## src/mips_pkg.sv

```systemverilog
`default_nettype none

package mips_pkg;

    localparam int XLEN       = 32;
    localparam int IMEM_DEPTH = 64;
    localparam int DMEM_DEPTH = 64;
    localparam int MEM_AW     = 6;   // word address, byte bits 7:2

    // primary opcode field, instr[31:26]
    typedef enum logic [5:0] {
        OP_RTYPE = 6'h00,
        OP_J     = 6'h02,
        OP_BEQ   = 6'h04,
        OP_ADDI  = 6'h08,
        OP_LW    = 6'h23,
        OP_SW    = 6'h2b
    } opcode_e;

    // R-type funct field, instr[5:0]
    typedef enum logic [5:0] {
        FN_ADD = 6'h20,
        FN_SUB = 6'h22,
        FN_AND = 6'h24,
        FN_OR  = 6'h25,
        FN_SLT = 6'h2a
    } funct_e;

    // classic ALU control encoding
    typedef enum logic [2:0] {
        ALU_AND = 3'b000,
        ALU_OR  = 3'b001,
        ALU_ADD = 3'b010,
        ALU_SUB = 3'b110,
        ALU_SLT = 3'b111
    } alu_op_e;

    typedef struct packed {
        logic    reg_dst;     // 1: rd, 0: rt
        logic    alu_src;     // 1: immediate operand
        logic    mem_to_reg;  // 1: write back load data
        logic    reg_write;
        logic    mem_write;
        logic    branch;
        logic    jump;
        alu_op_e alu_op;
    } ctrl_t;

    // everything off, used for illegal encodings
    localparam ctrl_t CTRL_NOP = '{
        reg_dst:    1'b0,
        alu_src:    1'b0,
        mem_to_reg: 1'b0,
        reg_write:  1'b0,
        mem_write:  1'b0,
        branch:     1'b0,
        jump:       1'b0,
        alu_op:     ALU_ADD
    };

    typedef struct packed {
        logic              we;
        logic [MEM_AW-1:0] addr;
        logic [XLEN-1:0]   data;
    } imem_load_t;

    typedef struct packed {
        logic            valid;
        logic [4:0]      rd;
        logic [XLEN-1:0] data;
    } wb_t;

    typedef struct packed {
        logic              valid;
        logic [MEM_AW-1:0] addr;
        logic [XLEN-1:0]   data;
    } mem_wr_t;

endpackage

`default_nettype wire
```

## src/data_memory.sv

```systemverilog
`timescale 1ns/1ns
`default_nettype none

module data_memory import mips_pkg::*; (
    input  logic            clk,
    input  logic            we,
    input  logic [XLEN-1:0] addr,
    input  logic [XLEN-1:0] wdata,
    output logic [XLEN-1:0] rdata
);

    logic [XLEN-1:0]   mem [DMEM_DEPTH];
    logic [MEM_AW-1:0] word_addr;

    assign word_addr = addr[MEM_AW+1:2];  // word access only, upper bits ignored

    always_ff @(posedge clk) begin
        if (we) begin
            mem[word_addr] <= wdata;
        end
    end

    assign rdata = mem[word_addr];  // lw result in the same cycle

endmodule

`default_nettype wire

```

## config.mk

```make
export PLATFORM = sky130hd
export DESIGN_NAME = data_memory
export DESIGN_NICKNAME = d
export VERILOG_FILES = /design/src/mips_pkg.sv /design/src/data_memory.sv
export SDC_FILE = /design/constraint.sdc
export NUM_CORES = 2
export LEC_CHECK = 0
export BUFFER_PORTS_ARGS = -buffer_cell sky130_fd_sc_hd__buf_2
export CORE_MARGIN = 2
export CORE_UTILIZATION = 37
export DETAILED_ROUTE_END_ITERATION = 10
export SLEW_MARGIN = 20
export SYNTH_ARGS = -nofsm -noshare
export SYNTH_HDL_FRONTEND = slang
export SYNTH_SLANG_ARGS = --single-unit
```

## constraint.sdc

```tcl
create_clock -name clk -period 7.85 [get_ports clk]
set_input_delay 0.3925 -clock clk [delete_from_list [all_inputs] [get_ports clk]]
set_output_delay 0.3925 -clock clk [all_outputs]
set_load 0.05 [all_outputs]
```

# --- Yosys cells after proc, flatten, opt, wreduce, memory -nomap -nowiden ---
# Memories as Yosys holds them, arrays and structs flattened.
# Cells that the tools add are included.
totals:
  register_bits: 0
  inputBits: 66
  wordCells: 3
  memories: 1
  mem_bits_rw: 2048
mem_list:
  columns: ["name", "words", "word_bits", "rd", "rd_ports_with_merged_regs", "wr", "line_no", "rtl"]
  rows:
  - ["mem", 64, 32, 1, 0, 1, "data_memory.sv:12", "logic [XLEN-1:0] mem [DMEM_DEPTH];"]
op_classes:
  n_mux: 2
ops:
  columns: ["operator", "count"]
  rows:
  - ["1-bit 2-to-1 mux", 2]

# --- Depth between registers and ports, before layout ---
depth:
  word_depth: 2
  mapped_depth: 13

# --- Worst setup path before layout ---
# OpenSTA, ideal clock, no wires.
synth_path:
  kind: "input-to-reg"
  start: "input addr[4]"
  end: "memory mem[15][0], enable pin"
  setup_slack_ns: 4.219
  setup_time_ns: 0.421
  t_arrival_ns: 3.210
  required_ns: 7.429
  stages: 8
  path_cell_list: "buf_2 > buf_2 > buf_2 > buf_2 > buf_2 > buf_2 > nand3_1 > nor2_1"
synth_rtl:
  columns: ["item", "line_no", "rtl"]
  rows:
  - ["from (decl)", "data_memory.sv:7", "input logic [XLEN-1:0] addr,"]
  - ["to (decl)", "data_memory.sv:12", null]
# Straight into the memory's write port.

# --- Worst setup path in the final report ---
layout_path:
  start: "input addr[4]"
  end: "output rdata[16]"
layout_via:
  elab_chain_cells: 1
layout_rtl:
  columns: ["item", "line_no", "rtl"]
  rows:
  - ["memory 64 x 32 bit", null, null]
  - ["to (decl)", "data_memory.sv:9", "output logic [XLEN-1:0] rdata"]
# No other way between the ends.

==> flow_metrics.py <==
metrics = {
    "clocking": {
        "cts_tree": "built",
        "clkSinkCount": 2048,
        "numCtsBuffers": 199,
        "post_cts_buffers": 0,
        "cts-htree-levels": 4,
        "clk_pin_slew_ps": 60,
        "cts_max_path_buffers": 3,
        "postCtsHoldBufs": 0,
        "cts_resized": 0,
        "cts_root_buf": "clkbuf_16",
    },
    "cells_and_area": {
        "largest_register_ffs": 2048,
        "multi_input_area_um2": 16070,
        "stdcell_count": 7311,
        "regMostFlops": "mem",
        "largest_registers": "mem (2048)",
        "seq_area_um2": 61500,
        "utilization": 0.4243,
        "diodes": 0,
        "drive_gt1_frac": 0.1840,
        "nNetsFinal": 4402,
        "fillers": 18270,
        "area_growth_pct": 13.82,
    },
    "global_route": {
        "overflow": 0,
        "antenna_found_initial": 9,
        "grt_pass1_wl_mm": 304.8,
        "grt_start_max_net_pins": 117,
        "first_global_vias": 41280,
        "track_usage": 0.1940,
    },
    "setup_path": {
        "crit_required_ps": 7460,
        "crit_start": "addr[4]",
        "endpoint": "rdata[16]",
        "endpoint_kind": "output port",
        "arrival_ps": 5060,
        "cp_max_fo": 65,
        "worstSetupPathType": "input pin to output port",
        "start_kind": "input pin",
    },
    "floorplanning": {
        "die-area_um2": 215300,
        "start_util": 0.3728,
        "core_area_um2": 210000,
        "ios": 98,
        "die_y_um": 464.0,
        "die_w_um": 464.0,
        "core.rowCount": 168,
    },
    "logic_synthesis": {
        "synth_enable_flop_cells": 2048,
        "synthDistinctLibCells": 55,
        "synthMuxAreaShare": 0.08188,
        "synthFlopType": "edfxtp_1",
        "yosys.area_share.adder": 0,
        "synth_top_area_frac": 0.7856,
        "synthArstFlopShare": 0,
        "synth_xor_area_frac": 0,
        "synth_top_area_cell": "edfxtp_1",
        "synth-seq-area-share": 0.7856,
        "synth_cells": 4207,
        "synthTopCellsByArea": "edfxtp_1 (79%), mux2i_1 (3.3%), mux4_2 (2.8%)",
        "syn_area_um2": 78290,
        "yosys_warnings": 0,
        "yosys_register_bits": 2048,
        "synth_top_family_by_area": "compound AO/OA/AOI/OAI gates",
        "syn-num-nets": 4273,
        "synth_compound_area_frac": 0.08733,
        "synth.avg_cell_area_um2": 18.61,
        "synthSimpleGateAreaFrac": 0.02829,
    },
    "power": {
        "p_int_w": 0.01770,
        "pwr-share-seq": 0.533,
        "combPwrFrac": 0.056,
        "power.density_nw_per_um2": 255.1,
        "switching_share": 0.2216,
        "netSwitchingPower_w": 0.005037,
        "p_leak_nw": 28.20,
        "ir_drop_mv": 0.2287,
        "clkPwrFrac": 0.411,
    },
    "route": {
        "vias_per_cell": 5.788,
        "avgRoutedWirePerCell_um": 29.23,
        "drtIter0Drc": 4968,
        "via_count": 42320,
        "routed_wl_mm": 213.7,
        "firstDrtPassIters": 6,
        "ant_nets": 0,
        "drc": 0,
    },
    "timing": {
        "rsz0062_at_grt": "no",
        "finalMaxSlewViolations": 0,
        "layout_min_cycle_time_ps": 5453,
        "tightestPinTransition_ps": 1296,
        "slew_headroom": 0.1336,
        "finalSetupViolCount": 0,
        "hold_ws_ps": 99.86,
        "fin_tns_setup_ps": 0,
        "setup_ws_ps": 2397,
        "max_freq_ghz": 0.1834,
        "finalHoldViolCount": 0,
        "period_share": 0.6946,
    },
    "job": {
        "cap_violations": 0,
    },
    "place": {
        "routabilityCongestion": 0.8335,
        "dp.final_hpwl_mm": 117.4,
        "pre_cts_ws_ps": 2470,
        "port_buffers": 71,
        "dp_cells": 6939,
    },
    "run_status": {
        "status": "completed",
    },
    "hold_path": {
        "hp-class": "input pin to flip-flop",
    },
}
==> cell type report <==
cell class                      instances  area share
Tap cell                             2805     0.03939
Inverter                                2   0.0001685
Sequential cell                      2048      0.6902
Timing Repair Buffer                  226     0.01898
Clock buffer                          244     0.05826
Multi-Input combinational cell       1859      0.1804
Clock inverter                        127     0.01265
==> cell usage in the layout (no fill, tap or decap), types with 70 or more instances in the layout <==
| master | netlist | routed |
|---|---|---|
| edfxtp_1 | 2048 | 2048 |
| mux2i_1 | 259 | 259 |
| clkbuf_16 | 0 | 201 |
| a22oi_1 | 188 | 188 |
| a221oi_1 | 175 | 175 |
| buf_4 | 8 | 149 |
| mux2_2 | 147 | 147 |
| a21oi_1 | 121 | 121 |
| mux4_2 | 96 | 96 |
| o22ai_1 | 93 | 93 |
| and3_1 | 85 | 85 |
| o21ai_0 | 84 | 84 |
| nor2_1 | 145 | 77 |
| o22a_1 | 70 | 70 |
==> power groups by stage <==
stage / combinational (W) / sequential (W) / clock (W)
after floorplan: 0.000685 / 0.0124 / 0
after global placement: 0.00126 / 0.0124 / 0
after detailed placement: 0.00128 / 0.0124 / 0
after CTS: 0.00128 / 0.0121 / 0.00947
after global routing: 0.00134 / 0.0121 / 0.00989
final: 0.00128 / 0.0121 / 0.00933
==> kinds of logic after synthesis <==
logic type	Yosys count
multiplexers	502
buffers and inverters	300
flip-flops	2048
AO/OA/AOI/OAI	933
AND/OR/NAND/NOR	424
==> layer usage <==
layer | global-route usage | vias to the layer above | share of wire
met5 | 0 | - | 0.00012
met4 | 0.05266 | 4 | 0.026
met3 | 0.03147 | 310 | 0.078
met2 | 0.3068 | 1928 | 0.47
met1 | 0.2779 | 22250 | 0.43
li1 | - | 17820 | -
==> critical path, cell delays in order <==
cell	delay, ps
buf_8	540
buf_4	750
nor2b_4	350
buf_12	270
a221o_1	370
o21ai_0	80
nand3_1	150
a2111oi_1	1160
nand3_1	400
buf_2	340
==> metrics by stage <==
stage               total power [W]  cell area, um2
floorplan                   0.01304           78290
global placement            0.01361           82740
detailed placement          0.01363           82750
CTS                         0.02287           89070
global route                0.02336           89110
finish                      0.02273           89110
==> worst min path at each step <==
stage	startpoint	to	slack (ps)	cells past startpoint
after floorplan	wdata[0]	mem[0][0]$_DFFE_PP_	490	0
after global placement	wdata[26]	mem[30][26]$_DFFE_PP_	1070	2
after detailed placement	wdata[26]	mem[26][26]$_DFFE_PP_	1100	2
after CTS	wdata[26]	mem[24][26]$_DFFE_PP_	190	2
after global routing	wdata[1]	mem[26][1]$_DFFE_PP_	90	1
final	wdata[1]	mem[26][1]$_DFFE_PP_	100	1
==> synthesized netlist by cell type (28+ instances only) <==
| master | instances |
|---|---|
| nor2_1 | 145 |
| a31oi_1 | 43 |
| a21oi_1 | 121 |
| buf_2 | 83 |
| a221oi_1 | 175 |
| a22o_1 | 66 |
| mux2_2 | 147 |
| edfxtp_1 | 2048 |
| clkbuf_1 | 168 |
| mux4_2 | 96 |
| o22a_1 | 70 |
| nand3_1 | 54 |
| o21ai_0 | 84 |
| o22ai_1 | 93 |
| buf_1 | 33 |
| and3_1 | 85 |
| mux2i_1 | 259 |
| nand2_1 | 28 |
| a22oi_1 | 188 |
Note: power is estimated with default switching activity, not from simulation.
