## src/mips_pkg.sv

```systemverilog
`default_nettype none

package mips_pkg;

    localparam int XLEN       = 32;
    localparam int IMEM_DEPTH = 64;
    localparam int DMEM_DEPTH = 64;
    localparam int MEM_AW     = 6;   // word address, byte bits 7:2

    // primary opcode field, instr[31:26]
    typedef enum logic [5:0] {
        OP_RTYPE = 6'h00,
        OP_J     = 6'h02,
        OP_BEQ   = 6'h04,
        OP_ADDI  = 6'h08,
        OP_LW    = 6'h23,
        OP_SW    = 6'h2b
    } opcode_e;

    // R-type funct field, instr[5:0]
    typedef enum logic [5:0] {
        FN_ADD = 6'h20,
        FN_SUB = 6'h22,
        FN_AND = 6'h24,
        FN_OR  = 6'h25,
        FN_SLT = 6'h2a
    } funct_e;

    // classic ALU control encoding
    typedef enum logic [2:0] {
        ALU_AND = 3'b000,
        ALU_OR  = 3'b001,
        ALU_ADD = 3'b010,
        ALU_SUB = 3'b110,
        ALU_SLT = 3'b111
    } alu_op_e;

    typedef struct packed {
        logic    reg_dst;     // 1: rd, 0: rt
        logic    alu_src;     // 1: immediate operand
        logic    mem_to_reg;  // 1: write back load data
        logic    reg_write;
        logic    mem_write;
        logic    branch;
        logic    jump;
        alu_op_e alu_op;
    } ctrl_t;

    // everything off, used for illegal encodings
    localparam ctrl_t CTRL_NOP = '{
        reg_dst:    1'b0,
        alu_src:    1'b0,
        mem_to_reg: 1'b0,
        reg_write:  1'b0,
        mem_write:  1'b0,
        branch:     1'b0,
        jump:       1'b0,
        alu_op:     ALU_ADD
    };

    typedef struct packed {
        logic              we;
        logic [MEM_AW-1:0] addr;
        logic [XLEN-1:0]   data;
    } imem_load_t;

    typedef struct packed {
        logic            valid;
        logic [4:0]      rd;
        logic [XLEN-1:0] data;
    } wb_t;

    typedef struct packed {
        logic              valid;
        logic [MEM_AW-1:0] addr;
        logic [XLEN-1:0]   data;
    } mem_wr_t;

endpackage

`default_nettype wire
```

## src/program_counter.sv

```systemverilog
`timescale 1ns/1ns
`default_nettype none

module program_counter import mips_pkg::*; (
    input  logic            clk,
    input  logic            arst_n,
    input  logic            run,
    input  logic            branch,
    input  logic            jump,
    input  logic            zero,
    input  logic [XLEN-1:0] imm_ext,
    input  logic [25:0]     jump_field,
    output logic [XLEN-1:0] pc
);

    logic [XLEN-1:0] pc_plus4;
    logic [XLEN-1:0] branch_target;
    logic [XLEN-1:0] jump_target;
    logic [XLEN-1:0] pc_next;

    assign pc_plus4      = pc + XLEN'(4);
    assign branch_target = pc_plus4 + {imm_ext[XLEN-3:0], 2'b00};  // offset counts words
    assign jump_target   = {pc_plus4[XLEN-1:28], jump_field, 2'b00};

    always_comb begin
        if (jump) begin
            pc_next = jump_target;
        end else if (branch && zero) begin  // beq taken
            pc_next = branch_target;
        end else begin
            pc_next = pc_plus4;
        end
    end

    always_ff @(posedge clk or negedge arst_n) begin
        if (!arst_n) begin
            pc <= '0;
        end else if (run) begin
            pc <= pc_next;
        end
    end

endmodule

`default_nettype wire

```

## config.mk

```make
export PLATFORM = sky130hd
export DESIGN_NAME = program_counter
export DESIGN_NICKNAME = d
export VERILOG_FILES = /design/src/mips_pkg.sv /design/src/program_counter.sv
export SDC_FILE = /design/constraint.sdc
export NUM_CORES = 1
export LEC_CHECK = 0
export BUFFER_PORTS_ARGS = -buffer_cell sky130_fd_sc_hd__buf_4
export CORE_ASPECT_RATIO = 0.75
export CORE_MARGIN = 5
export CORE_UTILIZATION = 49
export DETAILED_ROUTE_END_ITERATION = 16
export PLACE_DENSITY = 0.77
export SYNTH_ARGS = -nofsm -noshare
export SYNTH_HDL_FRONTEND = slang
export SYNTH_SLANG_ARGS = --single-unit
```

## constraint.sdc

```tcl
create_clock -name clk -period 9.24 [get_ports clk]
set_input_delay 1.848 -clock clk [delete_from_list [all_inputs] [get_ports clk]]
set_output_delay 1.848 -clock clk [all_outputs]
set_load 0.01 [all_outputs]
```

**Word-level counts from Yosys, hierarchy flattened**

Index checks and enable logic that the tools add are counted.

- Reduce and logical (&&, ||, !) cells: 1
- Muxes and demuxes: 2
- Add/sub/neg operators: 2

Operators by type and width:

| cell | count |
|---|---|
| $mux 32 | 2 |
| $add 32x3->32 const B | 1 |
| $add 32x32->32 | 1 |
| $logic_and 1x1->1 | 1 |

- Bits in registers: 32
- Logic and storage cells: 6
- Output and inout port bits: 32
- Input port bits: 64

**Longest topological paths before layout**

- Depth after elaboration: 4
- Gate-level depth with buffers: 16
- Depth with buffers taken out: 15

**Least setup slack after synthesis**

No wires, ideal clock.

- Path kind: input -> register
- Start point: input port imm_ext[0]
- End point: register pc[28]
- Setup time: 140 ps
- Setup slack: 5112 ps
- Required time: 9100 ps
- Cell stages on the path: 10
- Path buffers: 0
- Arrival time: 3988 ps
- Path through: ha_1 > fa_1 > a21o_1 > a21oi_1 > o21ba_2 > o31ai_4 > o21ai_0 > o21ai_1 > a2111oi_0 > a211oi_1

- Word-level cells in the longest chain between the ends: 3

Ends and longest elaborated chain:

| item | RTL line | RTL |
|---|---|---|
| start: declaration | program_counter.sv:11 | `input logic [XLEN-1:0] imm_ext,` |
| $add 32x32->32 | program_counter.sv:22 | `assign branch_target = pc_plus4 + {imm_ext[XLEN-3:0], 2'b00};` |
| $mux 32 | program_counter.sv:28 | `end else if (branch && zero) begin` |
| $mux 32 | program_counter.sv:26 | `if (jump) begin` |
| end signal: assignment | program_counter.sv:39 | `pc <= pc_next;` |
| end: declaration | program_counter.sv:13 | `output logic [XLEN-1:0] pc` |

No other way between the ends.
A chain may end at the register's enable or synchronous reset.

**Final worst setup path**

Same ends and word-level chain as after synthesis.

==> results.cfg <==
[synth]
synthTopCellsByArea = dfrtp_1, ha_1, xnor2_1
ys.flop_type = dfrtp_1
ys_ff_latch = 30
synth-edff-count = 0
synth-warning-count = 0
synth_area_per_cell_um2 = 7.755
syn-cell-area_mm2 = 0.004079
synth_top_area_share_pct = 18.40
yosysTopAreaCell = dfrtp_1
yosysSeqAreaShare_pct = 18.40
synth.distinct_cells = 70
synthCells = 526
async_reset_ff_share_pct = 100.0

[drt]
finalWirelength_um = 14130
wl_met2_um = 6264
maxUsedRoutingLayer = met4
met3WireLength_um = 1267
met1Wirelength_um = 6417
wire_per_inst_um = 20.01
firstDrtPassIters = 5
vias_per_cell = 6.432
drc = 0
detail-route-antenna-nets = 0
first_iter_violations = 478
vias = 4541

[floorplan]
dieArea_mm2 = 0.01027
die_height_um = 89.02
pin_count = 96
initial_core_util_pct = 51.07
core_mm2 = 0.007988
die_w_um = 115.4
fp-row-count = 28

[setup_path]
critPathKind = input pin to register
cp_slowest_stage_delay_ns = 0.46
required_ns = 9.39
cp_top_family = compound AO/OA/AOI/OAI gates
cp.arrival_ns = 4.58
critPathBufInv = 1
crit_slowest_cell = a2111oi_0
cp-start-kind = input pin
end_kind = register
cp_max_fo = 5
cp_cell_sequence = buf_4 -> ha_1 -> fa_1 -> a21o_1 -> a21oi_1 -> o21ba_2 -> o31ai_4 -> o21ai_0 -> o21ai_1 -> a2111oi_0 -> a211oi_1

[grt]
grt_pass1_vias = 4343
grt_pass1_wl_um = 22260
grt_max_degree = 35
antenna_found_initial = 0
grt_usage_pct = 27.36
grt-ovfl-total = 0

[final_layout]
syn2layout_area_growth_pct = 20.15
layout-drive-gt1-share_pct = 19.63
final_area_mm2 = 0.004901
largest_registers = pc x30
layout.nets = 702
largest_reg_flops = 30
top_register = pc
antenna_cells = 0

[clock_tree]
insertion_delay_ns = 0.29
cts_resized = 0
path_clk_slew_ns = 0.07
cts_setup_buffers = 0
cts-root-buf = clkbuf_8
cts_inserted_buffers = 5
cts_tree = built
numClockSinks = 30
cts.htree.levels = 2
cts_max_path_buffers = 2
postCtsHoldBufs = 0

[place]
place_area_mm2 = 0.004791
dp_hpwl_um = 10940
place.gp.congestion = 0.8918
io_buffers = 91

[sta]
clock_skew_ns = 0.006552
period_needed_ns = 4.429
drv_slew = 0
setup_violations = 0
fin_crit_sh_pct = 47.93
worst_slew_pin_slew_ns = 1.116
rsz0062_at_grt = false
tns_ns = 0
hold_viol_final = 0
max_freq_mhz = 225.8
relSlewSlack_pct = 25.53

[job]
drv_cap = 0

[status]
outcome = finished, final reports clean

[power]
power_density_mw_per_mm2 = 163.9
irDropWorstVdd_mv = 0.06580
p_leak_nw = 2.189

[hold_path]
hold_class = register to register
cell families (layout without fill, tap and decap cells):
| kind of cell | count (synthesis) | count (layout) | share of synthesized area [%] |
|---|---|---|---|
| and+or+nand+nor | 193 | 193 | 24.36 |
| muxes | 5 | 5 | 1.288 |
| adders and majority gates | 38 | 38 | 11.84 |
| other | 1 | 2 | 0.09194 |
| DFF | 30 | 30 | 18.40 |
| buffers and inverters | 41 | 115 | 4.079 |
| xor gates and xnor gates | 46 | 46 | 9.877 |
| AOI/OAI and AO/OA | 172 | 172 | 30.06 |
cells in the mapped netlist (4+ instances only):
cell and n:
nand2_1 61, ha_1 37, nor2_1 36, a21oi_1 33, xnor2_1 33, o21ai_0 31, dfrtp_1 30, nand3_1 24
a21o_1 18, clkbuf_1 17, nor3_1 16, inv_1 15, nand4_1 13, xor2_1 13, a211oi_1 10, and3_1 10
o211ai_1 9, o22ai_1 7, a221oi_1 6, a31oi_1 6, o21bai_1 6, a211o_1 5, o21a_1 5, and2_1 4
and4_1 4, nor2b_1 4, o221ai_1 4, o31ai_1 4
cells in the final DEF (no fill, tap or decap), types with 4 or more instances in the layout:
cell / synthesis / final
xnor2_1: 33 / 33
nand3_1: 24 / 24
xor2_1: 13 / 13
inv_1: 15 / 15
o22ai_1: 7 / 7
a211oi_1: 10 / 10
a211o_1: 5 / 5
nand2_1: 61 / 61
and3_1: 10 / 10
a21o_1: 18 / 18
and4_1: 4 / 4
clkbuf_8: 0 / 8
o21a_1: 5 / 5
o221ai_1: 4 / 4
a21oi_1: 33 / 33
nor2b_1: 4 / 4
o31ai_1: 4 / 4
buf_4: 2 / 91
ha_1: 37 / 37
o21ai_0: 31 / 31
nor2_1: 36 / 36
o21bai_1: 6 / 6
nor3_1: 16 / 16
and2_1: 4 / 4
dfrtp_1: 30 / 30
a221oi_1: 6 / 6
o211ai_1: 9 / 9
nand4_1: 13 / 13
a31oi_1: 6 / 6
worst paths after layout:
check	start	to	slack, ns	cells past startpoint
min reg2reg	pc[7]$_DFFE_PN0P_	pc[7]$_DFFE_PN0P_	0.57	2
max	imm_ext[0]	pc[28]$_DFFE_PN0P_	4.81	11
max in group asynchronous	arst_n	pc[25]$_DFFE_PN0P_	7.44	1
min in group asynchronous	arst_n	pc[11]$_DFFE_PN0P_	1.50	1
min	pc[7]$_DFFE_PN0P_	pc[7]$_DFFE_PN0P_	0.57	2
max reg2reg	pc[4]$_DFFE_PN0P_	pc[26]$_DFFE_PN0P_	4.92	13
worst min-delay path, cell delays in order (launching register included):
cell	delay, ns
dfrtp_1	0.40
nand2_1	0.06
o21ai_0	0.08
stage by stage:
step | std cells | hold slack, ns | total power, W | utilization (%) | setup slack, ns
2_1_floorplan | 527 | 0.5624 | 0.0005070 | - | 5.112
3_3_place_gp | 698 | 0.5323 | 0.0006465 | 59.98 | 4.640
3_5_place_dp | 698 | 0.5530 | 0.0006611 | 59.98 | 4.497
4_1_cts | 706 | 0.5680 | 0.0007913 | 61.36 | 4.772
5_1_grt | 706 | 0.6155 | 0.0008560 | 61.36 | 4.622
6_report | 706 | 0.5686 | 0.0008033 | 61.36 | 4.811
layout make-up:
cell class	count	area [µm²]
Clock buffer	8	110.1
Fill cell	746	3087
Inverter	16	60.06
Multi-Input combinational cell	456	3166
Sequential cell	30	750.7
Tap cell	105	131.4
Timing Repair Buffer	91	683.2
metal layers:
metal / GRT usage, % / up-vias
li1: - / 2117
met1: 40.56 / 2163
met2: 42.70 / 240
met3: 2.571 / 21
met4: 7.143 / 0
met5: 0 / -
report_power, final:
part	internal [W]	total, W	switching, W
sequential	0.000155	0.000197	0.0000423
combinational	0.000205	0.000478	0.000273
clock	0.0000753	0.000129	0.0000537
Power figures use the tool's default switching activity.
