[src/mips_pkg.sv]
`default_nettype none

package mips_pkg;

    localparam int XLEN       = 32;
    localparam int IMEM_DEPTH = 64;
    localparam int DMEM_DEPTH = 64;
    localparam int MEM_AW     = 6;   // word address, byte bits 7:2

    // primary opcode field, instr[31:26]
    typedef enum logic [5:0] {
        OP_RTYPE = 6'h00,
        OP_J     = 6'h02,
        OP_BEQ   = 6'h04,
        OP_ADDI  = 6'h08,
        OP_LW    = 6'h23,
        OP_SW    = 6'h2b
    } opcode_e;

    // R-type funct field, instr[5:0]
    typedef enum logic [5:0] {
        FN_ADD = 6'h20,
        FN_SUB = 6'h22,
        FN_AND = 6'h24,
        FN_OR  = 6'h25,
        FN_SLT = 6'h2a
    } funct_e;

    // classic ALU control encoding
    typedef enum logic [2:0] {
        ALU_AND = 3'b000,
        ALU_OR  = 3'b001,
        ALU_ADD = 3'b010,
        ALU_SUB = 3'b110,
        ALU_SLT = 3'b111
    } alu_op_e;

    typedef struct packed {
        logic    reg_dst;     // 1: rd, 0: rt
        logic    alu_src;     // 1: immediate operand
        logic    mem_to_reg;  // 1: write back load data
        logic    reg_write;
        logic    mem_write;
        logic    branch;
        logic    jump;
        alu_op_e alu_op;
    } ctrl_t;

    // everything off, used for illegal encodings
    localparam ctrl_t CTRL_NOP = '{
        reg_dst:    1'b0,
        alu_src:    1'b0,
        mem_to_reg: 1'b0,
        reg_write:  1'b0,
        mem_write:  1'b0,
        branch:     1'b0,
        jump:       1'b0,
        alu_op:     ALU_ADD
    };

    typedef struct packed {
        logic              we;
        logic [MEM_AW-1:0] addr;
        logic [XLEN-1:0]   data;
    } imem_load_t;

    typedef struct packed {
        logic            valid;
        logic [4:0]      rd;
        logic [XLEN-1:0] data;
    } wb_t;

    typedef struct packed {
        logic              valid;
        logic [MEM_AW-1:0] addr;
        logic [XLEN-1:0]   data;
    } mem_wr_t;

endpackage

`default_nettype wire
[src/alu.sv]
`timescale 1ns/1ns
`default_nettype none

module alu import mips_pkg::*; (
    input  logic [XLEN-1:0] a,
    input  logic [XLEN-1:0] b,
    input  alu_op_e         op,
    output logic [XLEN-1:0] result,
    output logic            zero
);

    logic [XLEN-1:0] sum;
    logic [XLEN-1:0] diff;
    logic            less;

    assign sum  = a + b;
    assign diff = a - b;
    assign less = $signed(a) < $signed(b);  // slt is signed

    always_comb begin
        case (op)
            ALU_ADD: result = sum;
            ALU_SUB: result = diff;
            ALU_AND: result = a & b;
            ALU_OR:  result = a | b;
            ALU_SLT: result = {{(XLEN-1){1'b0}}, less};
            default: result = '0;
        endcase
    end

    // beq uses this after a subtract
    assign zero = (result == '0);

endmodule

`default_nettype wire

[config.mk]
export PLATFORM = sky130hd
export DESIGN_NAME = alu
export DESIGN_NICKNAME = d
export VERILOG_FILES = /design/src/mips_pkg.sv /design/src/alu.sv
export SDC_FILE = /design/constraint.sdc
export NUM_CORES = 1
export LEC_CHECK = 0
export BUFFER_PORTS_ARGS = -buffer_cell sky130_fd_sc_hd__buf_2
export CAP_MARGIN = 5
export CORE_ASPECT_RATIO = 1.1
export CORE_UTILIZATION = 30
export DETAILED_ROUTE_END_ITERATION = 10
export GPL_TIMING_DRIVEN = 0
export PLACE_DENSITY_LB_ADDON = 0.05
export SLEW_MARGIN = 5
export SYNTH_ARGS = -nofsm -noshare
export SYNTH_HDL_FRONTEND = slang
export SYNTH_SLANG_ARGS = --single-unit
[constraint.sdc]
create_clock -name vclk -period 12.6
set_input_delay 2.52 -clock vclk [all_inputs]
set_output_delay 2.52 -clock vclk [all_outputs]
set_load 0.005 [all_outputs]
After elaboration in Yosys (flattened, before gate mapping)
Index checks and enable logic that the tools add are counted.

Bits of input ports: 67. Register bits after elaboration: 0.

Equal/unequal tests: 4. Bitwise operators: 2. Reductions and logical operators: 2. Magnitude comparators: 1. Multiplexer cells: 1. Add/sub/neg operators: 2.

Operator list (number): 32-bit case mux with 5 select lines (1); 32-bit adder (1); 32-bit bitwise AND (1); 32-bit zero test (1); 32-bit less-than comparator (1); 32-bit OR (1); 32-bit subtractor (1); 3-bit equality test (second input constant) (2); 3-bit by 1-bit equality test with 1-bit output (second input constant) (1); 3-bit by 2-bit equality test with 1-bit output (second input constant) (1); 3-bit zero test (1).

Depth between registers and ports, before layout
Gate-level depths: netlist of run 1.

Depth after elaboration: 3. Mapped depth: 16. Depth with buffers taken out: 16.

Worst setup path before layout of run 1
No wires, ideal clock.

Kind: input -> output. From: input port a[0]. To: output port zero. Slack: 4.232 ns. Stages: 14. Buffers on the path: 0. Data arrival time: 5.848 ns. Path through: ha_1 fa_1 a21o_1 a21oi_1 mux2i_1 nand3_1 or4_4 nor2_1 o221ai_1 or4b_1 or4_1 nor4_1 nand4b_1 nor4_2.

Longest elaborated chain between the ends: 3. Elaborated cells between the ends (all ways): 7.

RTL lines: start: declaration (RTL line alu.sv:5) `input logic [XLEN-1:0] a,`; 32-bit subtractor or 32-bit adder (tied branches) (RTL line alu.sv:17, alu.sv:16); 32-bit case mux with 5 select lines * (RTL line alu.sv:21) `case (op)`; net result[4] (RTL line alu.sv:8) `output logic [XLEN-1:0] result,`; 32-bit zero test * (RTL line alu.sv:32) `assign zero = (result == '0);`; end: declaration (RTL line alu.sv:9) `output logic zero`.

Mark *: on every way through the listed nets, which the timed path passes. The rest lies on a longest branch.

Final worst setup path of run 1
From: input port a[4]. To: output port zero.

Longest elaborated chain between the ends: 3. Elaborated cells between the ends (all ways): 7.

RTL lines: 32-bit subtractor (tied with other cells) (RTL line alu.sv:17) `assign diff = a - b;`; 32-bit case mux with 5 select lines * (RTL line alu.sv:21); 32-bit zero test * (RTL line alu.sv:32).

Mark *: on every way between the ends. The rest lies on a longest branch, timed or not.

==> impl_metrics.tcl, run 1 <==
set metrics [dict create \
    status "finished, final reports clean" \
    synth_top_area_cell "ha_1" \
    cp-endpoint "zero" \
    seqCellArea_um2 0 \
    instances_no_fill 1084 \
    dieHeight_um 139 \
    syn_to_final_growth_pct 14.6 \
    yosys-top-cells-count "ha_1, inv_1, a21oi_1, nor2_1, o21ai_0" \
    dp.cells 1084 \
    synth_fp_nets 959 \
    dp_slack_ns 3.06 \
    start_kind "input port" \
    gp_congestion 0.891 \
    yosysUniqueCellTypes 71 \
    grt_use_total_pct 22.0 \
    drive_above_1_share_pct 14.3 \
    detail_route.wl_per_cell_um 18.7 \
    holdBufCountCts 0 \
    min_path_type "input port to output pin" \
    relSlewSlack_pct 36.1 \
    worstPathMaxFanout 10 \
    ir_worst_vdd_uv 12.7 \
    drtAntennaViolNets 0 \
    diodes 0 \
    crit_start "a[4]" \
    synth_top_area_share_pct 26.5 \
    required_ns 10.08 \
    rsz0062_at_grt "no" \
    io_buffers 99 \
    setup_violations 0 \
    gr-total-overflow 0 \
    die_area_um2 17700 \
    fin_ws_ns 2.96 \
    syn_area_um2 5140 \
    seq_area_frac_synth_pct 0 \
    drtIter0Drc 359 \
    rows 49 \
    synth_most_common_cell "ha_1" \
    period_share_pct 76.5 \
    crit_type "input port to output pin" \
    syn_avg_cell_area_um2 6.58 \
    grt_max_degree 11 \
    placed_area_um2 5890 \
    hold_ws_ns 5.58 \
    finalHoldViolations 0 \
    pin_count 100 \
    post-route-util_pct 35.6 \
    ys_warn_count 0 \
    via_per_inst 5.54 \
    fin_area_um2 5890 \
    leakage_nw 2.95 \
    drc_errors 0 \
    core_area_um2 16600 \
    p_per_area_nw_per_um2 46.1 \
    wl_um 20200 \
    critPathCaptureType "output pin" \
    dp_hpwl_um 16800 \
    nets 1060 \
    period_minus_slack_ns 9.64 \
    yosys-top-cells-area "ha_1, inv_1, a21oi_1, o21ai_0, nor2_1" \
    antenna_found_initial 0 \
    finalPower_mw 0.272 \
    fin_setup_tns_ns 0 \
    maxSlewViolCount 0 \
    max_clock_freq_mhz 104 \
    cap_violations 0 \
    seq_cell_count 0 \
    worstMarginPinSlew_ns 0.955 \
    cts_resized 0 \
    post_cts_buffers 0 \
    num_vias 6001 \
    first_pass_iters 5 \
    grt_pass1_wl_um 31100 \
    grt_pass1_vias 5684 \
    start_util_pct 31.0 \
    die_w_um 127 \
    synthCells 781 \
    cp.arrival_ns 7.12 \
    n_clock_buffer 0 \
]
power breakdown:
part	switching, mW	total [mW]	leakage [nW]	internal [mW]
registers	0	0	0	0
logic	0.168	0.272	2.95	0.103
clock network	0	0	0	0
kinds of logic (layout without fill, tap and decap cells):
kind of cell	Yosys count	in the layout	synth area share, %
AND/OR/NAND/NOR	226	226	22.1
multiplexers	16	16	3.17
AO/OA/AOI/OAI	256	256	32.1
adder cells (fa/ha/maj)	111	111	27.3
XOR/XNOR	25	25	4.26
buffers and inverters	147	246	11.0
cell usage in the layout, fill, tap and decap left out, drive strengths merged, types with 4 or more instances in the layout:
master	n
a2111oi	4
a211oi	12
a21boi	4
a21o	15
a21oi	72
a221oi	6
a31o	5
a31oi	10
and3	5
buf	114
clkbuf	27
ha	109
inv	105
mux2i	14
nand2	47
nand2b	11
nand3	25
nand4	9
nor2	61
nor2b	11
nor3	21
nor4	9
o211ai	9
o21ai	49
o21bai	7
o22ai	19
o31ai	9
or2	5
or3	6
xnor2	21
xor2	4
per-layer routing:
layer / up-vias / wire length [um] / global-route usage (%)
met2: 186 / 10200 / 41.1
met5: - / 0 / 0
li1: 2974 / - / -
met3: 14 / 749 / 0.923
met4: 0 / 112 / 1.63
met1: 2827 / 9180 / 28.9
layout make-up:
type,instances,area [um^2]
Buffer,42,173
Fill cell,1857,10700
Inverter,105,394
Multi-Input combinational cell,634,4570
Tap cell,204,255
Timing Repair Buffer,99,495
worst min-delay path by stage:
stage                     start  cells past startpoint        end
final                     op[0]                      5  result[2]
after global placement    op[0]                      4  result[4]
after detailed placement  op[0]                      4  result[4]
after global routing      op[0]                      4  result[4]
after CTS                 op[0]                      4  result[4]
after floorplan           op[0]                      3  result[2]
worst max-delay path: stages:
cell and delay [ns]:
buf_2 0.11, inv_1 0.04, ha_1 0.32, buf_2 0.23
nand2_1 0.07, o31ai_1 0.52, a21oi_1 0.25, a31oi_1 0.43
a21oi_1 0.19, o21ai_0 0.58, a21boi_0 0.28, a221oi_1 0.28
o21ai_0 0.26, nor4_1 0.57, nand4b_1 0.17, nor4_2 0.14
buf_2 0.15
(Power assumes the default switching activity.)
==> run 2: changes to the inputs <==
==> constraint.sdc (replaced) <==
create_clock -name vclk -period 7.9
set_input_delay 1.58 -clock vclk [all_inputs]
set_output_delay 1.58 -clock vclk [all_outputs]
set_load 0.005 [all_outputs]
==> run 2 against run 1 <==
Compared with the run above:
- clock-buffer cell count did not move
- combinational power is 59% higher
- global-route usage stayed put
- flip-flop and latch count stayed put
- total power increased by 60%
- first-iteration DRC count increased by 3.6%
- routed wire length down 0.18%
- critical endpoint unchanged
==> impl_metrics.tcl, run 2 (synthesis results as in run 1) <==
set metrics [dict create \
    wl_um 20200 \
    fin_setup_tns_ns 0 \
    ir_worst_vdd_uv 20.1 \
    min_path_type "input port to output pin" \
    final_common_cell "buf_2" \
    start_kind "input port" \
    finalPower_mw 0.433 \
    num_vias 5973 \
    finalHoldViolations 0 \
    grt_max_degree 11 \
    dp.cells 1084 \
    seq_cell_count 0 \
    crit_start "a[0]" \
    period_minus_slack_ns 7.46 \
    maxSlewViolCount 0 \
    critPathCaptureType "output pin" \
    cap_violations 0 \
    gr-total-overflow 0 \
    io_buffers 99 \
    seqCellArea_um2 0 \
    grt_use_total_pct 22.0 \
    start_util_pct 31.0 \
    status "finished, final reports clean" \
    first_pass_iters 5 \
    drtIter0Drc 372 \
    core_area_um2 16600 \
    n_clock_buffer 0 \
    detail_route.wl_per_cell_um 18.6 \
    diodes 0 \
    relSlewSlack_pct 34.9 \
    period_share_pct 94.4 \
    drive_above_1_share_pct 14.4 \
    drc_errors 0 \
    p_per_area_nw_per_um2 73.5 \
    post_cts_buffers 0 \
    nets 1060 \
    dp_hpwl_um 16800 \
    cp.arrival_ns 5.88 \
    rsz0062_at_grt "no" \
    antenna_found_initial 0 \
    grt_pass1_wl_um 31100 \
    pin_count 100 \
    grt_pass1_vias 5684 \
    via_per_inst 5.51 \
    drtAntennaViolNets 0 \
    die_area_um2 17700 \
    placed_area_um2 5890 \
    setup_violations 0 \
    fin_area_um2 5900 \
    gp_congestion 0.891 \
    syn_to_final_growth_pct 14.7 \
    worstMarginPinSlew_ns 0.973 \
    fillers 1858 \
    leakage_nw 2.95 \
    cp-endpoint "zero" \
    die_w_um 127 \
    instances_no_fill 1084 \
    final_cell_mix "buf_2, ha_1, inv_1" \
    required_ns 6.32 \
    worstPathMaxFanout 3 \
    crit_type "input port to output pin" \
    rows 49 \
    max_clock_freq_mhz 134 \
    dieHeight_um 139 \
    holdPathStages 5 \
]
run 2: power by group:
group	internal (mW)	leakage, nW	switching, mW
Sequential	0	0	0
Combinational	0.165	2.95	0.269
Clock	0	0	0
run 2: critical path, stage by stage:
cell       delay [ns]
buf_2            0.11
inv_1            0.07
ha_1             0.17
inv_1            0.06
fa_1             0.40
nor2b_1          0.15
o21ai_0          0.37
nand3_1          0.20
a31oi_1          0.26
xnor2_1          0.14
o22ai_1          0.14
a2111oi_0        0.51
or4b_1           0.51
or4_1            0.43
nor4_2           0.36
nand4b_1         0.16
nor4_2           0.13
buf_2            0.15
run 2: per-stage QoR:
stage	setup WS (ns)	hold slack, ns	util, %
floorplan	1.41	3.34	-
global placement	0.278	3.71	35.6
detailed placement	0.243	3.70	35.6
CTS	0.214	3.70	35.6
global route	0.168	3.74	35.6
finish	0.440	3.70	35.6
run 2: area by class of cell:
class | instances | area, um^2 | area share (%)
Tap cell | 204 | 255 | 4.33
Multi-Input combinational cell | 634 | 4580 | 77.7
Buffer | 42 | 173 | 2.93
Inverter | 105 | 394 | 6.69
Timing Repair Buffer | 99 | 495 | 8.40
run 2: worst min path at each step:
stage / from / end
after floorplan: op[0] / result[2]
after global placement: op[0] / result[4]
after detailed placement: op[0] / result[4]
after CTS: op[0] / result[4]
after global routing: op[0] / result[4]
final: op[0] / result[2]
run 2: layer usage:
layer	vias up	part of all wire, %	track usage [%]
met5	-	0	0
met4	0	0.59	1.63
met3	16	3.5	0.923
met2	177	50	41.1
met1	2801	46	28.9
li1	2979	-	-
run 2: timing repair:
action / CTS / global route
hold buffers: 0 / 0
setup endpoints to repair: 0 / 1
resized for setup: 0 / 2
==> run 3: changes to the inputs <==
--- a/config.mk
+++ b/config.mk
@@ -7,6 +7,8 @@
 export LEC_CHECK = 0
 export BUFFER_PORTS_ARGS = -buffer_cell sky130_fd_sc_hd__buf_2
 export CAP_MARGIN = 5
+export CELL_PAD_IN_SITES_DETAIL_PLACEMENT = 0
+export CELL_PAD_IN_SITES_GLOBAL_PLACEMENT = 1
 export CORE_ASPECT_RATIO = 1.1
 export CORE_UTILIZATION = 30
 export DETAILED_ROUTE_END_ITERATION = 10
==> constraint.sdc (replaced) <==
create_clock -name vclk -period 6.02
set_input_delay 1.204 -clock vclk [all_inputs]
set_output_delay 1.204 -clock vclk [all_outputs]
set_load 0.005 [all_outputs]
==> run 3 against run 2 <==
Compared with the run above:
- the run now ends with setup timing left
- cell count up 0.18%
- combinational power up 38%
- sequential share of layout area unchanged
- first-iteration DRC count up 20%
- critical endpoint unchanged
==> impl_metrics.tcl, run 3 (synthesis results as in run 1) <==
set metrics [dict create \
    ir_worst_vdd_uv 30.3 \
    violations "setup timing" \
    drc_errors 0 \
    fillers 1871 \
    die_area_um2 17700 \
    pin_count 100 \
    start_util_pct 31.0 \
    p_per_area_nw_per_um2 98.0 \
    crit_slowest_cell "or4b_1" \
    period_share_pct 103 \
    setup_violations 1 \
    use_met2_pct 41.6 \
    diodes 0 \
    rows 49 \
    n_clock_buffer 0 \
    leakage_nw 3.01 \
    grt_max_degree 11 \
    crit_chain "buf_2, inv_1, ha_1, buf_2, or3_4, nor3_2, a21oi_2, a221oi_2, a31oi_1, xor2_1, a2111oi_2, or4b_1, or4_4, nor4_4, nand4b_1, nor4_2, buf_2" \
    cp-endpoint "zero" \
    die_w_um 127 \
    io_buffers 99 \
    grt_use_total_pct 23.5 \
    wl_um 20800 \
    syn_to_final_growth_pct 18.6 \
    seqCellArea_um2 0 \
    crit_type "input port to output pin" \
    grt_pass1_vias 5977 \
    fin_ws_ns -0.197 \
    first_pass_iters 5 \
    maxSlewViolCount 0 \
    num_vias 6083 \
    met1_usage_pct 31.5 \
    core_area_um2 16600 \
    busiest_layer "met2" \
    final_common_cell "buf_2" \
    gp_congestion 0.881 \
    required_ns 4.82 \
    cap_violations 0 \
    power.switching_mw 0.369 \
    period_minus_slack_ns 6.22 \
    multi_input_area_um2 4750 \
    finalHoldViolations 0 \
    seqPwrFrac_pct 0 \
    drtIter0Drc 445 \
    clkPwrFrac_pct 0 \
    nets 1062 \
    finalPower_mw 0.597 \
    pwr-share-comb_pct 100.0 \
    drive_above_1_share_pct 17.8 \
    gr-total-overflow 0 \
    grt_pass1_wl_um 33100 \
    max_clock_freq_mhz 161 \
    relSlewSlack_pct 30.2 \
    worstPathMaxFanout 9 \
    fin_area_um2 6090 \
    via_per_inst 5.60 \
    placed_area_um2 5890 \
    critPathMaxStageDelay_ns 0.48 \
    drtAntennaViolNets 0 \
    min_path_type "input port to output pin" \
    status "finished with violations" \
    detail_route.wl_per_cell_um 19.1 \
    start_kind "input port" \
    crit_start "a[8]" \
    dp_hpwl_um 17100 \
    cp_common_cell "buf_2" \
    worstMarginPinSlew_ns 1.04 \
    cp.arrival_ns 5.01 \
    seq_cell_count 0 \
    rsz0062_at_grt "yes" \
    hold_start "op[0]" \
    grt_use_met3_pct 0.769 \
    critPathCaptureType "output pin" \
    intPower_mw 0.228 \
    antenna_found_initial 0 \
    holdBufCountCts 0 \
    final_cell_mix "buf_2, ha_1, inv_1" \
    hold_ws_ns 2.94 \
    swShare_pct 61.8 \
    dieHeight_um 139 \
]
[run 3: changes by cell type in the layout (fill, tap and decap cells not counted), moves of 3 or more]
cell | before | now
a221oi_1 | 6 | 3
buf_4 | 0 | 3
o21ai_0 | 48 | 45
a21oi_2 | 0 | 3
clkbuf_1 | 27 | 24
o21ai_2 | 0 | 3
a21oi_1 | 72 | 69
[run 3: how the worst min path moves through the flow]
stage | to | slack, ns | cells past startpoint
6_report | result[2] | 2.94 | 5
5_1_grt | result[2] | 2.97 | 5
4_1_cts | result[2] | 2.95 | 5
3_5_place_dp | result[4] | 2.94 | 4
3_3_place_gp | result[4] | 2.95 | 4
2_1_floorplan | result[2] | 2.59 | 3
[run 3: layout make-up]
| type | count | area share, % |
|---|---|---|
| multi-input combinational | 634 | 77.9 |
| buffer | 41 | 2.83 |
| timing repair buffer | 102 | 8.60 |
| tap | 204 | 4.19 |
| inverter | 105 | 6.47 |
[run 3: metal layers]
metal  part of all wire (%)  routed length, um
met4                    2.1                444
met3                    4.0                827
met1                     45               9430
met2                     49              10100
met5                      0                  0
[run 3: repair_timing]
item | CTS | global route
pin swaps | 10 | 1
endpoints found under the setup margin | 5 | 3
setup buffers | 2 | 1
gates resized for setup | 35 | 8
[run 3: power groups by stage]
stage / sequential [mW] / clock [mW] / combinational (mW)
3_3_place_gp: 0 / 0 / 0.563
5_1_grt: 0 / 0 / 0.663
6_report: 0 / 0 / 0.597
3_5_place_dp: 0 / 0 / 0.564
4_1_cts: 0 / 0 / 0.589
2_1_floorplan: 0 / 0 / 0.373
[run 3: critical path, delay by kind of cell]
kind	cells	cell delay, ns
XOR/XNOR	1	0.19
AO/OA/AOI/OAI	4	0.86
adder cells (fa/ha/maj)	1	0.27
buffers and inverters	4	0.49
AND/OR/NAND/NOR	7	1.99
[run 3: stage by stage]
stage | utilization (%) | TNS [ns] | cells | worst slack (ns)
after floorplan | - | 0 | 781 | 0.284
after global placement | 35.6 | -1.87 | 1084 | -0.949
after detailed placement | 35.6 | -1.82 | 1084 | -0.956
after CTS | 36.5 | -0.190 | 1085 | -0.190
after global routing | 36.8 | -0.453 | 1086 | -0.453
final | 36.8 | -0.197 | 1086 | -0.197
